[src/verilog/fmau_special_pkg.sv]
// ==================================================
// Shared types for the FMA special-case judge
// Formats, rounding modes, result selects and the
// request, stage and response structs
// Imported by every module of the special pipeline
// ==================================================
`default_nettype none

package fmau_special_pkg;

  // ==================================================
  // Field widths and exponent biases
  // ==================================================
  localparam int FLEN        = 64;
  localparam int HALF_EXPN   = 5;
  localparam int HALF_FRAC   = 10;
  localparam int SINGLE_EXPN = 8;
  localparam int SINGLE_FRAC = 23;
  localparam int DOUBLE_EXPN = 11;
  localparam int DOUBLE_FRAC = 52;
  localparam int HALF_BIAS   = 15;
  localparam int SINGLE_BIAS = 127;
  localparam int DOUBLE_BIAS = 1023;
  // Signed product exponent wide enough for two double exponents
  localparam int PEXP_W      = 13;

  // ==================================================
  // Encodings
  // ==================================================
  typedef enum logic [1:0] {
    FMT_HALF   = 2'd0,
    FMT_SINGLE = 2'd1,
    FMT_DOUBLE = 2'd2
  } fmt_e;

  typedef enum logic [2:0] {
    RM_RNE = 3'd0,
    RM_RTZ = 3'd1,
    RM_RDN = 3'd2,
    RM_RUP = 3'd3,
    RM_RMM = 3'd4
  } rm_e;

  typedef enum logic [2:0] {
    SEL_NONE,
    SEL_SRC2,
    SEL_ZERO,
    SEL_INF,
    SEL_LFN,
    SEL_CNAN,
    SEL_QNAN
  } sel_e;

  // ==================================================
  // Structs
  // ==================================================
  typedef struct packed {
    logic snan;
    logic qnan;
    logic inf;
    logic zero;
    logic norm;
  } opnd_class_t;

  typedef struct packed {
    logic            valid;
    fmt_e            fmt;
    rm_e             rm;
    logic            mac;
    logic [FLEN-1:0] src0;
    logic [FLEN-1:0] src1;
    logic [FLEN-1:0] src2;
  } fmau_req_t;

  typedef struct packed {
    logic            valid;
    fmt_e            fmt;
    sel_e            sel;
    logic            sign;
    logic [FLEN-1:0] data;
    logic            nv;
    logic            of;
  } ex2_stage_t;

  typedef struct packed {
    logic            valid;
    logic            special_vld;
    logic [FLEN-1:0] result;
    // nv in bit 1, of in bit 0
    logic [1:0]      fflags;
  } fmau_rsp_t;

endpackage

`default_nettype wire

[src/verilog/fmau_operand_classify.sv]
// ==================================================
// Operand classifier for half, single and double
// Reads the fields from the low bits of the operand
// and flags sNaN, qNaN, infinity, zero or normal
// ==================================================
`timescale 1ns/1ns
`default_nettype none

module fmau_operand_classify
  import fmau_special_pkg::*;
(
  input  wire fmt_e            fmt,
  input  wire logic [FLEN-1:0] opnd,
  output opnd_class_t          cls
);

  logic expn_ones;
  logic expn_zero;
  logic frac_zero;
  logic frac_msb;

  // Field extraction per format
  always_comb
  begin
    case (fmt)
      FMT_HALF:
      begin
        expn_ones = &opnd[HALF_EXPN+HALF_FRAC-1:HALF_FRAC];
        expn_zero = ~|opnd[HALF_EXPN+HALF_FRAC-1:HALF_FRAC];
        frac_zero = ~|opnd[HALF_FRAC-1:0];
        frac_msb  = opnd[HALF_FRAC-1];
      end
      FMT_SINGLE:
      begin
        expn_ones = &opnd[SINGLE_EXPN+SINGLE_FRAC-1:SINGLE_FRAC];
        expn_zero = ~|opnd[SINGLE_EXPN+SINGLE_FRAC-1:SINGLE_FRAC];
        frac_zero = ~|opnd[SINGLE_FRAC-1:0];
        frac_msb  = opnd[SINGLE_FRAC-1];
      end
      default:
      begin
        expn_ones = &opnd[DOUBLE_EXPN+DOUBLE_FRAC-1:DOUBLE_FRAC];
        expn_zero = ~|opnd[DOUBLE_EXPN+DOUBLE_FRAC-1:DOUBLE_FRAC];
        frac_zero = ~|opnd[DOUBLE_FRAC-1:0];
        frac_msb  = opnd[DOUBLE_FRAC-1];
      end
    endcase
  end

  // Quiet bit is the top fraction bit; subnormals fall into norm
  assign cls.snan = expn_ones && !frac_zero && !frac_msb;
  assign cls.qnan = expn_ones && frac_msb;
  assign cls.inf  = expn_ones && frac_zero;
  assign cls.zero = expn_zero && frac_zero;
  assign cls.norm = !expn_ones && !(expn_zero && frac_zero);

endmodule

`default_nettype wire

[src/verilog/fmau_special_judge.sv]
// ==================================================
// EX1 special-case decision for src0 * src1 +- src2
// Classifies the operands, works out nv/of and the
// special result select, then registers it into EX2
// on every advance edge
// ==================================================
`timescale 1ns/1ns
`default_nettype none

module fmau_special_judge
  import fmau_special_pkg::*;
(
  input  wire              fmau_ex2_data_clk,
  input  wire              rst_n,
  input  wire              advance,
  input  wire fmau_req_t   req,
  output ex2_stage_t       ex2
);

  opnd_class_t              cls0;
  opnd_class_t              cls1;
  opnd_class_t              cls2_raw;
  opnd_class_t              cls2;
  logic                     sign2;
  logic                     psign;
  logic signed [PEXP_W-1:0] pexp;
  logic signed [PEXP_W-1:0] emax;
  logic                     sub_vld;
  logic                     inf_x_zero;
  logic                     inf_prod;
  logic                     inf_sub_inf;
  logic                     any_nan;
  logic                     any_inf;
  logic                     prod_zero;
  logic                     nv;
  logic                     of;
  logic                     rnd_to_inf;
  sel_e                     sel;
  logic                     sign;
  logic [FLEN-1:0]          data;
  ex2_stage_t               ex2_d;

  function automatic logic opnd_sign(fmt_e fmt, logic [FLEN-1:0] v);
    case (fmt)
      FMT_HALF:   opnd_sign = v[HALF_EXPN+HALF_FRAC];
      FMT_SINGLE: opnd_sign = v[SINGLE_EXPN+SINGLE_FRAC];
      default:    opnd_sign = v[DOUBLE_EXPN+DOUBLE_FRAC];
    endcase
  endfunction

  // Unbiased exponent with subnormals at the minimum exponent
  function automatic logic signed [PEXP_W-1:0] opnd_expn(fmt_e fmt, logic [FLEN-1:0] v);
    logic [DOUBLE_EXPN-1:0] field;
    logic [DOUBLE_EXPN-1:0] bias;
    case (fmt)
      FMT_HALF:
      begin
        field = DOUBLE_EXPN'(v[HALF_EXPN+HALF_FRAC-1:HALF_FRAC]);
        bias  = DOUBLE_EXPN'(HALF_BIAS);
      end
      FMT_SINGLE:
      begin
        field = DOUBLE_EXPN'(v[SINGLE_EXPN+SINGLE_FRAC-1:SINGLE_FRAC]);
        bias  = DOUBLE_EXPN'(SINGLE_BIAS);
      end
      default:
      begin
        field = v[DOUBLE_EXPN+DOUBLE_FRAC-1:DOUBLE_FRAC];
        bias  = DOUBLE_EXPN'(DOUBLE_BIAS);
      end
    endcase
    if (field == '0)
      field = DOUBLE_EXPN'(1);
    opnd_expn = $signed(PEXP_W'(field)) - $signed(PEXP_W'(bias));
  endfunction

  // ==================================================
  // Operand classes
  // ==================================================
  fmau_operand_classify u_cls0 (.fmt(req.fmt), .opnd(req.src0), .cls(cls0));
  fmau_operand_classify u_cls1 (.fmt(req.fmt), .opnd(req.src1), .cls(cls1));
  fmau_operand_classify u_cls2 (.fmt(req.fmt), .opnd(req.src2), .cls(cls2_raw));

  // Plain multiply behaves as an add of zero
  assign cls2 = req.mac ? cls2_raw
                        : opnd_class_t'{snan: 1'b0, qnan: 1'b0, inf: 1'b0,
                                        zero: 1'b1, norm: 1'b0};

  // ==================================================
  // Product sign/exponent and flags
  // ==================================================
  assign sign2   = opnd_sign(req.fmt, req.src2);
  assign psign   = opnd_sign(req.fmt, req.src0) ^ opnd_sign(req.fmt, req.src1);
  assign pexp    = opnd_expn(req.fmt, req.src0) + opnd_expn(req.fmt, req.src1);
  assign sub_vld = req.mac && (psign ^ sign2);

  always_comb
  begin
    case (req.fmt)
      FMT_HALF:   emax = PEXP_W'(HALF_BIAS);
      FMT_SINGLE: emax = PEXP_W'(SINGLE_BIAS);
      default:    emax = PEXP_W'(DOUBLE_BIAS);
    endcase
  end

  assign inf_x_zero  = (cls0.inf && cls1.zero) || (cls0.zero && cls1.inf);
  assign inf_prod    = (cls0.inf && (cls1.norm || cls1.inf))
                    || (cls1.inf && (cls0.norm || cls0.inf));
  assign inf_sub_inf = inf_prod && cls2.inf && sub_vld;
  assign any_nan     = cls0.snan || cls0.qnan || cls1.snan || cls1.qnan
                    || cls2.snan || cls2.qnan;
  assign any_inf     = cls0.inf || cls1.inf || cls2.inf;
  assign prod_zero   = cls0.zero || cls1.zero;

  assign nv = cls0.snan || cls1.snan || cls2.snan || inf_x_zero || inf_sub_inf;
  assign of = cls0.norm && cls1.norm && (cls2.norm || cls2.zero) && (pexp > emax);

  // Rounding modes that push an overflow to infinity
  assign rnd_to_inf = (req.rm == RM_RNE) || (req.rm == RM_RMM)
                   || (req.rm == RM_RDN && psign)
                   || (req.rm == RM_RUP && !psign);

  // Select in priority order, first match wins
  always_comb
  begin
    sel  = SEL_NONE;
    sign = 1'b0;
    if (inf_x_zero || inf_sub_inf)
      sel = SEL_CNAN;
    else if (any_nan)
      sel = SEL_QNAN;
    else if (any_inf || (of && rnd_to_inf))
    begin
      sel  = SEL_INF;
      sign = (cls0.inf || cls1.inf || of) ? psign : sign2;
    end
    else if (of)
    begin
      sel  = SEL_LFN;
      sign = psign;
    end
    else if (prod_zero && cls2.zero)
    begin
      sel  = SEL_ZERO;
      sign = sub_vld ? (req.rm == RM_RDN) : psign;
    end
    else if (prod_zero && cls2.norm)
    begin
      sel  = SEL_SRC2;
      sign = sign2;
    end
  end

  // NaN to propagate; sNaNs win over qNaNs
  always_comb
  begin
    if (cls0.snan)
      data = req.src0;
    else if (cls1.snan)
      data = req.src1;
    else if (cls2.snan)
      data = req.src2;
    else if (cls0.qnan)
      data = req.src0;
    else if (cls1.qnan)
      data = req.src1;
    else
      data = req.src2;
  end

  // ==================================================
  // EX2 stage register
  // ==================================================
  assign ex2_d = '{valid: req.valid, fmt: req.fmt, sel: sel, sign: sign,
                   data: data, nv: nv, of: of};

  // Only the valid bit is reset
  always_ff @(posedge fmau_ex2_data_clk)
  begin
    if (advance)
      ex2 <= ex2_d;
    if (!rst_n)
      ex2.valid <= 1'b0;
  end

endmodule

`default_nettype wire

[src/verilog/fmau_special_result.sv]
// ==================================================
// EX2 special result assembly and output register
// Builds the selected special value in the EX2
// format, NaN-boxed to 64 bits, with nv/of flags
// ==================================================
`timescale 1ns/1ns
`default_nettype none

module fmau_special_result
  import fmau_special_pkg::*;
(
  input  wire              fmau_ex2_data_clk,
  input  wire              rst_n,
  input  wire              advance,
  input  wire ex2_stage_t  ex2,
  output fmau_rsp_t        rsp
);

  logic [FLEN-1:0] sign_bit;
  logic [FLEN-1:0] expn_msk;
  logic [FLEN-1:0] frac_msk;
  logic [FLEN-1:0] frac_msb;
  logic [FLEN-1:0] expn_lsb;
  logic [FLEN-1:0] body_msk;
  logic [FLEN-1:0] box_msk;
  logic [FLEN-1:0] sign_fld;
  logic [FLEN-1:0] result;
  logic            special_vld;
  fmau_rsp_t       rsp_d;

  // ==================================================
  // Format masks
  // ==================================================
  always_comb
  begin
    case (ex2.fmt)
      FMT_HALF:
      begin
        sign_bit = FLEN'(1) << (HALF_EXPN + HALF_FRAC);
        expn_msk = ((FLEN'(1) << HALF_EXPN) - FLEN'(1)) << HALF_FRAC;
        frac_msk = (FLEN'(1) << HALF_FRAC) - FLEN'(1);
      end
      FMT_SINGLE:
      begin
        sign_bit = FLEN'(1) << (SINGLE_EXPN + SINGLE_FRAC);
        expn_msk = ((FLEN'(1) << SINGLE_EXPN) - FLEN'(1)) << SINGLE_FRAC;
        frac_msk = (FLEN'(1) << SINGLE_FRAC) - FLEN'(1);
      end
      default:
      begin
        sign_bit = FLEN'(1) << (DOUBLE_EXPN + DOUBLE_FRAC);
        expn_msk = ((FLEN'(1) << DOUBLE_EXPN) - FLEN'(1)) << DOUBLE_FRAC;
        frac_msk = (FLEN'(1) << DOUBLE_FRAC) - FLEN'(1);
      end
    endcase
  end

  assign expn_lsb = frac_msk + FLEN'(1);
  assign frac_msb = (frac_msk >> 1) + FLEN'(1);
  assign body_msk = sign_bit - FLEN'(1);
  // All ones above the sign bit; empty for double
  assign box_msk  = ~((sign_bit << 1) - FLEN'(1));
  assign sign_fld = ex2.sign ? sign_bit : '0;

  // ==================================================
  // Result select
  // ==================================================
  always_comb
  begin
    case (ex2.sel)
      SEL_SRC2: result = box_msk | sign_fld | (ex2.data & body_msk);
      SEL_ZERO: result = box_msk | sign_fld;
      SEL_INF:  result = box_msk | sign_fld | expn_msk;
      SEL_LFN:  result = box_msk | sign_fld | (expn_msk & ~expn_lsb) | frac_msk;
      SEL_CNAN: result = box_msk | expn_msk | frac_msb;
      // Quieted copy of the chosen NaN
      SEL_QNAN: result = box_msk | (ex2.data & ~box_msk) | frac_msb;
      default:  result = '0;
    endcase
  end

  assign special_vld = (ex2.sel != SEL_NONE);

  assign rsp_d = '{valid: ex2.valid, special_vld: special_vld, result: result,
                   fflags: {ex2.nv, ex2.of}};

  // ==================================================
  // Output stage register
  // ==================================================
  // Only the valid bit is reset
  always_ff @(posedge fmau_ex2_data_clk)
  begin
    if (advance)
      rsp <= rsp_d;
    if (!rst_n)
      rsp.valid <= 1'b0;
  end

endmodule

`default_nettype wire

[src/verilog/fmau_special_top.sv]
// ==================================================
// Two-stage FMA special-case pipeline
// Request in, response out two advance edges later;
// advance low holds both stages
// ==================================================
`timescale 1ns/1ns
`default_nettype none

module fmau_special_top
  import fmau_special_pkg::*;
(
  input  wire             fmau_ex2_data_clk,
  input  wire             rst_n,
  input  wire             advance,
  input  wire fmau_req_t  req,
  output fmau_rsp_t       rsp
);

  // EX1 to EX2 stage data
  ex2_stage_t ex2;

  fmau_special_judge u_judge (
    .fmau_ex2_data_clk (fmau_ex2_data_clk),
    .rst_n             (rst_n),
    .advance           (advance),
    .req               (req),
    .ex2               (ex2)
  );

  fmau_special_result u_result (
    .fmau_ex2_data_clk (fmau_ex2_data_clk),
    .rst_n             (rst_n),
    .advance           (advance),
    .ex2               (ex2),
    .rsp               (rsp)
  );

endmodule

`default_nettype wire

[config.mk]
export PLATFORM = sky130hd
export DESIGN_NAME = fmau_special_top
export DESIGN_NICKNAME = d
export VERILOG_FILES = /design/src/verilog/fmau_special_pkg.sv /design/src/verilog/fmau_operand_classify.sv /design/src/verilog/fmau_special_judge.sv /design/src/verilog/fmau_special_result.sv /design/src/verilog/fmau_special_top.sv
export SDC_FILE = /design/constraint.sdc
export NUM_CORES = 1
export LEC_CHECK = 0
export BUFFER_PORTS_ARGS = -buffer_cell sky130_fd_sc_hd__buf_4
export CAP_MARGIN = 0
export CELL_PAD_IN_SITES_DETAIL_PLACEMENT = 1
export CELL_PAD_IN_SITES_GLOBAL_PLACEMENT = 1
export CORE_MARGIN = 10
export CORE_UTILIZATION = 30
export DETAILED_ROUTE_END_ITERATION = 8
export GPL_ROUTABILITY_DRIVEN = 0
export GPL_TIMING_DRIVEN = 0
export PLACE_DENSITY_LB_ADDON = 0.1
export SYNTH_ARGS = -nofsm -noshare
export SYNTH_HDL_FRONTEND = slang
export SYNTH_SLANG_ARGS = --single-unit
[constraint.sdc]
create_clock -name fmau_ex2_data_clk -period 9.69 [get_ports fmau_ex2_data_clk]
set_input_delay 1.4535 -clock fmau_ex2_data_clk [delete_from_list [all_inputs] [get_ports fmau_ex2_data_clk]]
set_output_delay 1.4535 -clock fmau_ex2_data_clk [all_outputs]
set_load 0.02 [all_outputs]
# Yosys cells after proc, flatten, opt, wreduce, memory -nomap -nowiden
# Index checks and enable logic that the tools add are counted.
op_classes:
  n_bitwise: 17
  add_sub_neg: 7
  eq_ne: 11
  mux: 43
  n_lt_le_gt_ge: 1
  n_reduce_logical: 121
op_table:
  columns: ["op", "n"]
  rows:
  - ["2-to-1 mux 64 bit", 6]
  - ["bitwise OR 64 bit", 6]
  - ["one-hot mux 64 bit (6 select lines)", 1]
  - ["NOT 64 bit", 3]
  - ["OR reduction 52 bit", 3]
  - ["bitwise AND 64 bit", 2]
  - ["bitwise OR 64 x 63 -> 64 bit", 2]
  - ["one-hot mux 64 bit (2 select lines)", 1]
  - ["subtractor 64 x 1 -> 64 bit, second input constant", 2]
  - ["one-hot mux 63 bit (2 select lines)", 1]
  - ["one-hot mux 52 bit (2 select lines)", 1]
  - ["OR reduction 23 bit", 3]
  - ["bitwise AND 63 x 64 -> 64 bit", 1]
  - ["bitwise OR 64 x 52 -> 64 bit", 1]
  - ["adder 52 x 1 -> 53 bit, second input constant", 1]
  - ["adder 51 x 1 -> 52 bit, second input constant", 1]
  - ["one-hot mux 11 bit (2 select lines)", 2]
  - ["one-hot mux 10 bit (2 select lines)", 2]
  - ["logical AND 1 bit", 33]
  - ["AND reduction 11 bit", 3]
  - ["OR reduction 11 bit", 3]
  - ["logical NOT 1 bit", 31]
  - ["one-hot mux 1 bit (2 select lines)", 15]
  - ["OR reduction 10 bit", 3]
  - ["23 further kinds", 73]
totals:
  out_inout_bits: 68
  elab_cells: 212
  reg_bits: 141
  inputBits: 202

# Logic depth before layout (Yosys ltp)
# Gate-level depths: netlist of run 1.
depth:
  depth_word: 14
  mapped_depth: 24
  mapped_depth_nobuf: 22

# Modules after synthesis
# Synthesis of run 1 repeated with hierarchy kept, for this count alone.
unflattened:
  hier_cells: 1022
  area_unflattened_um2: 9875.7
modules_own_cells:
  columns: ["module", "seq_area_each_um2", "n_inst", "area_each_um2", "cells_per_inst"]
  rows:
  - ["fmau_special_judge", 2182.1, 1, 5321.4, 539]
  - ["fmau_special_result", 2031.9, 1, 3537.1, 336]
  - ["fmau_operand_classify", 0.0, 3, 339.1, 49]

# Least setup slack after synthesis of run 1
# No wires, ideal clock.
synth_timing:
  path_kind: "input -> register"
  start: "in req[197] (netlist bit)"
  end: "reg u_judge.ex2[67] (netlist name)"
  path_stages: 22
  required_ns: 9.436
  t_arrival_ns: 5.847
  slack_ns: 3.589
  n_path_buf: 3
  setup_ns: 0.254
  cell_sequence: "buf_6 inv_2 buf_6 buf_2 mux2i_1 nand4_1 and2_1 ha_1 fa_1 a211oi_1 o21bai_1 a21oi_1 xnor2_1 ha_1 o21ai_0 o21ai_0 a21o_1 a221oi_1 o21a_1 nor4b_2 or3_1 a21o_1"
synth_via:
  elab_chain_len: 13
  elab_cells_between_ends: 100
  classes_between: "add/sub (3); order compare (1); eq/ne (1); mux (27); bitwise (2); reduce/logical (66)"
synth_lines:
  columns: ["item", "line", "text"]
  rows:
  - ["from (decl)", "fmau_special_top.sv:15", "input wire fmau_req_t req,"]
  - ["branches (longest 13 deep; another with adder 13 bit)", null, null]
# Several ways; the timed one is not identified.
# A chain may end at the register's enable or synchronous reset.

# Worst setup path in the final report of run 1
layout_timing:
  start: "in req[197] (netlist bit)"
  end: "reg u_judge.ex2[66] (netlist name)"
layout_via:
  elab_chain_len: 12
  elab_cells_between_ends: 103
  classes_between: "add/sub (3); order compare (1); eq/ne (1); mux (28); bitwise (2); reduce/logical (68)"
layout_lines:
  columns: ["item"]
  rows:
  - ["branches (longest 12 deep; another with adder 13 bit)"]
# Several ways; the timed one is not identified.

==> impl_metrics.yaml, run 1 <==
run_status:
  status: "finished clean"
layout:
  syn_to_final_growth_pct: 32.88
  layout-drive-gt1-share_pct: 25.91
  layout.nets: 1570
  nFillCells: 3775
  design_area_um2: 12980
  mostFrequentLayoutCells: "268 x buf_4, 139 x edfxtp_1, 127 x nand2_1"
  final_common_cell: "buf_4"
  post-route-util_pct: 40.19
detailed_routing:
  routed_via_density: 5.437
  drt-initial-drc-count: 667
  drt_pass1_iterations: 5
  drt-total-wl_um: 44900
  drc: 0
  num_vias: 9792
  wire_per_inst_um: 24.93
  antenna_left: 0
placement:
  io_buffers: 269
  hpwl_um: 37020
  place_area_um2: 12370
worst_hold_path:
  min_to: "u_result.rsp[0]"
  min_path_type: "reg2reg"
  hp-start: "u_judge.ex2[0]"
  worstHoldPathCells: 0
global_routing:
  antenna_found_initial: 7
  grt_pass1_vias: 10230
  overflow: 0
  grt_pass1_wl_um: 66050
  grt_max_degree: 81
  grt.total_usage_pct: 21.66
timing:
  grt_setup_unrepaired: "no"
  slew_viol_final: 0
  period_needed_ps: 6939
  worst_pin_slew_ps: 958.1
  post-route-period-util_pct: 71.61
  finClkSkew_ps: 8.486
  relSlewSlack_pct: 35.89
  setup_viol: 0
  final.setup.tns_ps: 0
  fmax_ghz: 0.1441
  finalHoldViolations: 0
setup_path:
  rrSetupSlack_ps: 6700
  cp_num_buf_inv: 5
  regToRegStartpoint: "u_judge.ex2[71]"
  worstSetupStartpointType: "primary input"
  crit_fanout: 14
  crit_arrival_ps: 7140
  worstRegToRegCells: 8
  cp_slowest_stage_delay_ps: 560
  r2r-end: "u_result.rsp[25]"
  path_class: "in2reg"
  slowest_stage: "or4_1"
  crit_family: "compound AO/OA/AOI/OAI gates"
  path_cells: "buf_4, buf_6, inv_2, buf_6, buf_2, mux2i_1, nand4_1, and2_1, ha_1, fa_1, a211oi_1, o21bai_1, a21oi_1, xnor2_1, ha_1, o21ai_0, o21ai_0, a21o_1, a221oi_1, o21a_1, or4_1, a211o_1, a21oi_1"
  endpoint_kind: "flip-flop"
  crit_required_ps: 9900
die:
  coreArea_um2: 32290
  dieWidth_um: 200.4
  die_h_um: 200.4
  start_util_pct: 30.24
  fp.dieArea_um2: 40170
  rows: 66
  boundaryPins: 270
clock_tree:
  hold_buffers: 0
  clk_latency_ps: 440
  post_cts_resized: 0
  cts_setup_buffers: 0
  h-tree-depth: 4
  cts-root-buf: "clkbuf_16"
  cts_sinks: 141
  clk_pin_slew_ps: 60
  cts_tree: "done"
  clockBufferDepth: 2
  cts_buffers: 17
logic_synthesis:
  ys_types: 80
  syn_nets: 1281
  ys_seq_area_share_pct: 43.15
  ys_async_sr_fraction_pct: 0
  syn_avg_cell_area_um2: 9.309
  syn_inst: 1049
  synth_top_area_cell: "edfxtp_1"
  synth-edff-count: 139
  netlist_top_cells_area: "edfxtp_1 43%, nand2_1 4.9%, a22oi_1 4.8%"
  synth_ff_type: "edfxtp_1"
  synth_area_um2: 9766
  ys_warn_count: 0
  ys_ff_latch: 141
  synth_top_area_share_pct: 42.74
pwr:
  p_per_area_nw_per_um2: 178.7
  p_leak_nw: 5.111
  power_mw: 2.319
  ir_drop_v: 0.0001304
flow_run:
  max_cap_violations: 0
-- synthesized netlist by cell type (all sizes together), types with 22 or more instances --
cell type  count
o21ai        146
edfxtp       139
nand2        127
a21oi         73
a22oi         63
nor2          50
clkbuf        38
nor4          38
ha            29
nand4         27
inv           25
buf           24
nor3          23
nor2b         22
-- worst max path at each step --
stage / to / slack (ps) / depth (start not counted) / start
6_report: u_judge.ex2[66] / 2750 / 23 / req[197]
5_1_grt: u_judge.ex2[66] / 2340 / 23 / req[197]
4_1_cts: u_judge.ex2[66] / 2810 / 23 / req[197]
3_5_place_dp: u_judge.ex2[66] / 2360 / 23 / req[197]
3_3_place_gp: u_judge.ex2[66] / 2540 / 23 / req[197]
2_1_floorplan: u_judge.ex2[67] / 3590 / 22 / req[197]
-- routing by layer --
metal	track usage (%)	wire length [um]
met5	0	0
met4	9.034	1513
met1	26.13	19170
met2	37.39	22460
met3	3.728	1758
-- power breakdown --
group          switching, mW  leakage (nW)  internal [mW]
logic                  0.506          3.45          0.332
clock network          0.273         0.279          0.383
registers             0.0335          1.39          0.792
-- state kept, by name, summed over array words and instances (netlist names) --
register and cells:
u_judge.ex2 73, u_result.rsp 68
-- per-stage QoR --
stage | hold WS, ps | worst slack, ps | cells
6_report | 430.5 | 2751 | 1801
5_1_grt | 447.2 | 2336 | 1798
4_1_cts | 438.1 | 2813 | 1793
3_5_place_dp | 417.6 | 2358 | 1761
3_3_place_gp | 405.7 | 2538 | 1760
2_1_floorplan | 400.3 | 3589 | 1049
-- area by class of cell --
class,instances,area (um^2),share of cell area [%]
Tap cell,442,553.0,4.262
Clock buffer,18,429.2,3.307
Clock inverter,14,157.7,1.215
Sequential cell,141,4214,32.48
Inverter,26,97.59,0.7521
Multi-Input combinational cell,820,5172,39.86
Timing Repair Buffer,270,2051,15.80
Antenna cell,8,20.02,0.1543
Buffer,62,281.5,2.170
-- cell families after synthesis --
logic type / count (synthesis) / synth area share (%)
compound gates: 383 / 24.83
simple gates: 349 / 18.13
flops: 141 / 43.15
buf+inv: 88 / 3.882
mux: 31 / 3.664
fa+ha+maj: 30 / 3.921
xor+xnor: 27 / 2.422
Note: power is estimated with default switching activity, not from simulation.
==> run 2, diff against run 1 <==
==> constraint.sdc (replaced) <==
create_clock -name fmau_ex2_data_clk -period 6 [get_ports fmau_ex2_data_clk]
set_input_delay 0.9 -clock fmau_ex2_data_clk [delete_from_list [all_inputs] [get_ports fmau_ex2_data_clk]]
set_output_delay 0.9 -clock fmau_ex2_data_clk [all_outputs]
set_load 0.02 [all_outputs]
==> impl_metrics.yaml, run 2 (same netlist as run 1, synthesis figures left out) <==
layout:
  regArea_um2: 4214
  multi_input_area_um2: 5253
  post-route-util_pct: 40.53
  largest-register: "u_judge.ex2"
  nFillCells: 3771
  mostFrequentLayoutCells: "273 x buf_4, 139 x edfxtp_1, 127 x nand2_1"
  layout.nets: 1573
  layout-drive-gt1-share_pct: 27.10
  reg_top3: "u_judge.ex2 (73), u_result.rsp (68)"
  final_cell_count_no_fill: 1804
  final_common_cell: "buf_4"
  syn_to_final_growth_pct: 34.00
  largest_reg_flops: 73
  design_area_um2: 13090
detailed_routing:
  antenna_left: 0
  drt-initial-drc-count: 688
  routed_via_density: 5.476
  drc: 0
  wire_per_inst_um: 24.95
  drt-total-wl_um: 45010
  num_vias: 9878
  drt_pass1_iterations: 8
placement:
  placedCellCount: 1761
  place_area_um2: 12370
  io_buffers: 269
  post-place-ws_ps: -778.0
  hpwl_um: 37020
timing:
  timing.final.ws_setup_ps: 275.8
  setup_viol: 0
  period_needed_ps: 5724
  post-route-period-util_pct: 95.40
  finalHoldViolations: 0
  slew_viol_final: 0
  relSlewSlack_pct: 35.10
  finClkSkew_ps: 9.216
  whs_ps: 431.0
  final.setup.tns_ps: 0
  fmax_ghz: 0.1747
  worst_pin_slew_ps: 969.9
clock_tree:
  cts_buffers: 17
  h-tree-depth: 4
  clk_latency_ps: 440
  cts_tree: "done"
  clockBufferDepth: 2
  cts_sinks: 141
  cts-root-buf: "clkbuf_16"
  clk_pin_slew_ps: 60
setup_path:
  endpoint_kind: "flip-flop"
  worstSetupStartpointType: "primary input"
  crit_fanout: 10
  crit_arrival_ps: 5970
  crit_required_ps: 6250
  path_class: "in2reg"
worst_hold_path:
  min_path_type: "reg2reg"
die:
  dieWidth_um: 200.4
  coreArea_um2: 32290
  boundaryPins: 270
  die_h_um: 200.4
  rows: 66
  start_util_pct: 30.24
  fp.dieArea_um2: 40170
flow_run:
  max_cap_violations: 0
pwr:
  power_mw: 3.764
  p_leak_nw: 5.137
  p_per_area_nw_per_um2: 287.7
  ir_drop_v: 0.0002096
global_routing:
  antenna_found_initial: 7
  overflow: 0
  grt_max_degree: 81
  grt_pass1_wl_um: 66020
  grt.total_usage_pct: 21.65
  grt_pass1_vias: 10230
run_status:
  status: "finished clean"
-- run 2: changes by cell type in the layout (fill, tap and decap cells not counted), moves of 2 or more --
cell     change
buf_4        +5
o21ai_2      +2
a21oi_1      -3
mux2i_4      +4
o21ai_0      -2
a21oi_2      +3
mux2i_1      -3
-- run 2: layout make-up --
class / instances / share of cell area (%)
Multi-Input combinational cell: 820 / 40.14
Sequential cell: 141 / 32.20
Timing Repair Buffer: 274 / 15.90
Tap cell: 442 / 4.226
Clock buffer: 18 / 3.279
Buffer: 61 / 2.151
Clock inverter: 14 / 1.205
Inverter: 26 / 0.7458
Antenna cell: 8 / 0.1530
-- run 2: power by group --
part / total (mW) / internal [mW] / switching (mW)
sequential: 1.33 / 1.28 / 0.0539
clock: 1.06 / 0.619 / 0.440
combinational: 1.37 / 0.547 / 0.825
-- run 2: critical path, cell delays in order --
cell and delay (ps):
buf_4 140, buf_6 180, mux2_1 350, mux2i_1 200, inv_1 70, ha_1 310
a21oi_1 230, o21bai_1 140, a21oi_2 260, buf_4 160, xnor2_1 140, ha_1 300
o21ai_1 180, nor2_1 70, o211ai_1 90, nand2_1 100, xor2_1 160, ha_1 300
o21a_1 120, a21o_1 150, a21oi_1 70, and3_1 290, or4_1 540, a211o_1 280
a21oi_2 230
-- run 2: per-layer routing --
metal / up-vias / GRT usage [%] / wire length (um)
li1: 4649 / - / -
met1: 4852 / 26.14 / 18990
met2: 303 / 37.33 / 22510
met3: 74 / 3.728 / 1934
met4: 0 / 9.034 / 1578
met5: - / 0 / 0
-- run 2: worst paths after layout --
| kind | startpoint | to | slack (ps) | cells past startpoint |
|---|---|---|---|---|
| worst max register to register | u_judge.ex2[71] | u_result.rsp[25] | 3020 | 8 |
| worst max-delay path | req[196] | u_judge.ex2[66] | 280 | 25 |
| worst min-delay path | u_judge.ex2[0] | u_result.rsp[0] | 430 | 0 |
| worst min register to register | u_judge.ex2[0] | u_result.rsp[0] | 430 | 0 |
-- run 2: what timing repair did --
item,4_1_cts,5_1_grt
pin swaps,1,2
setup buffers,1,3
gates resized for setup,4,16
hold buffers,0,0
endpoints found under the setup margin,2,4
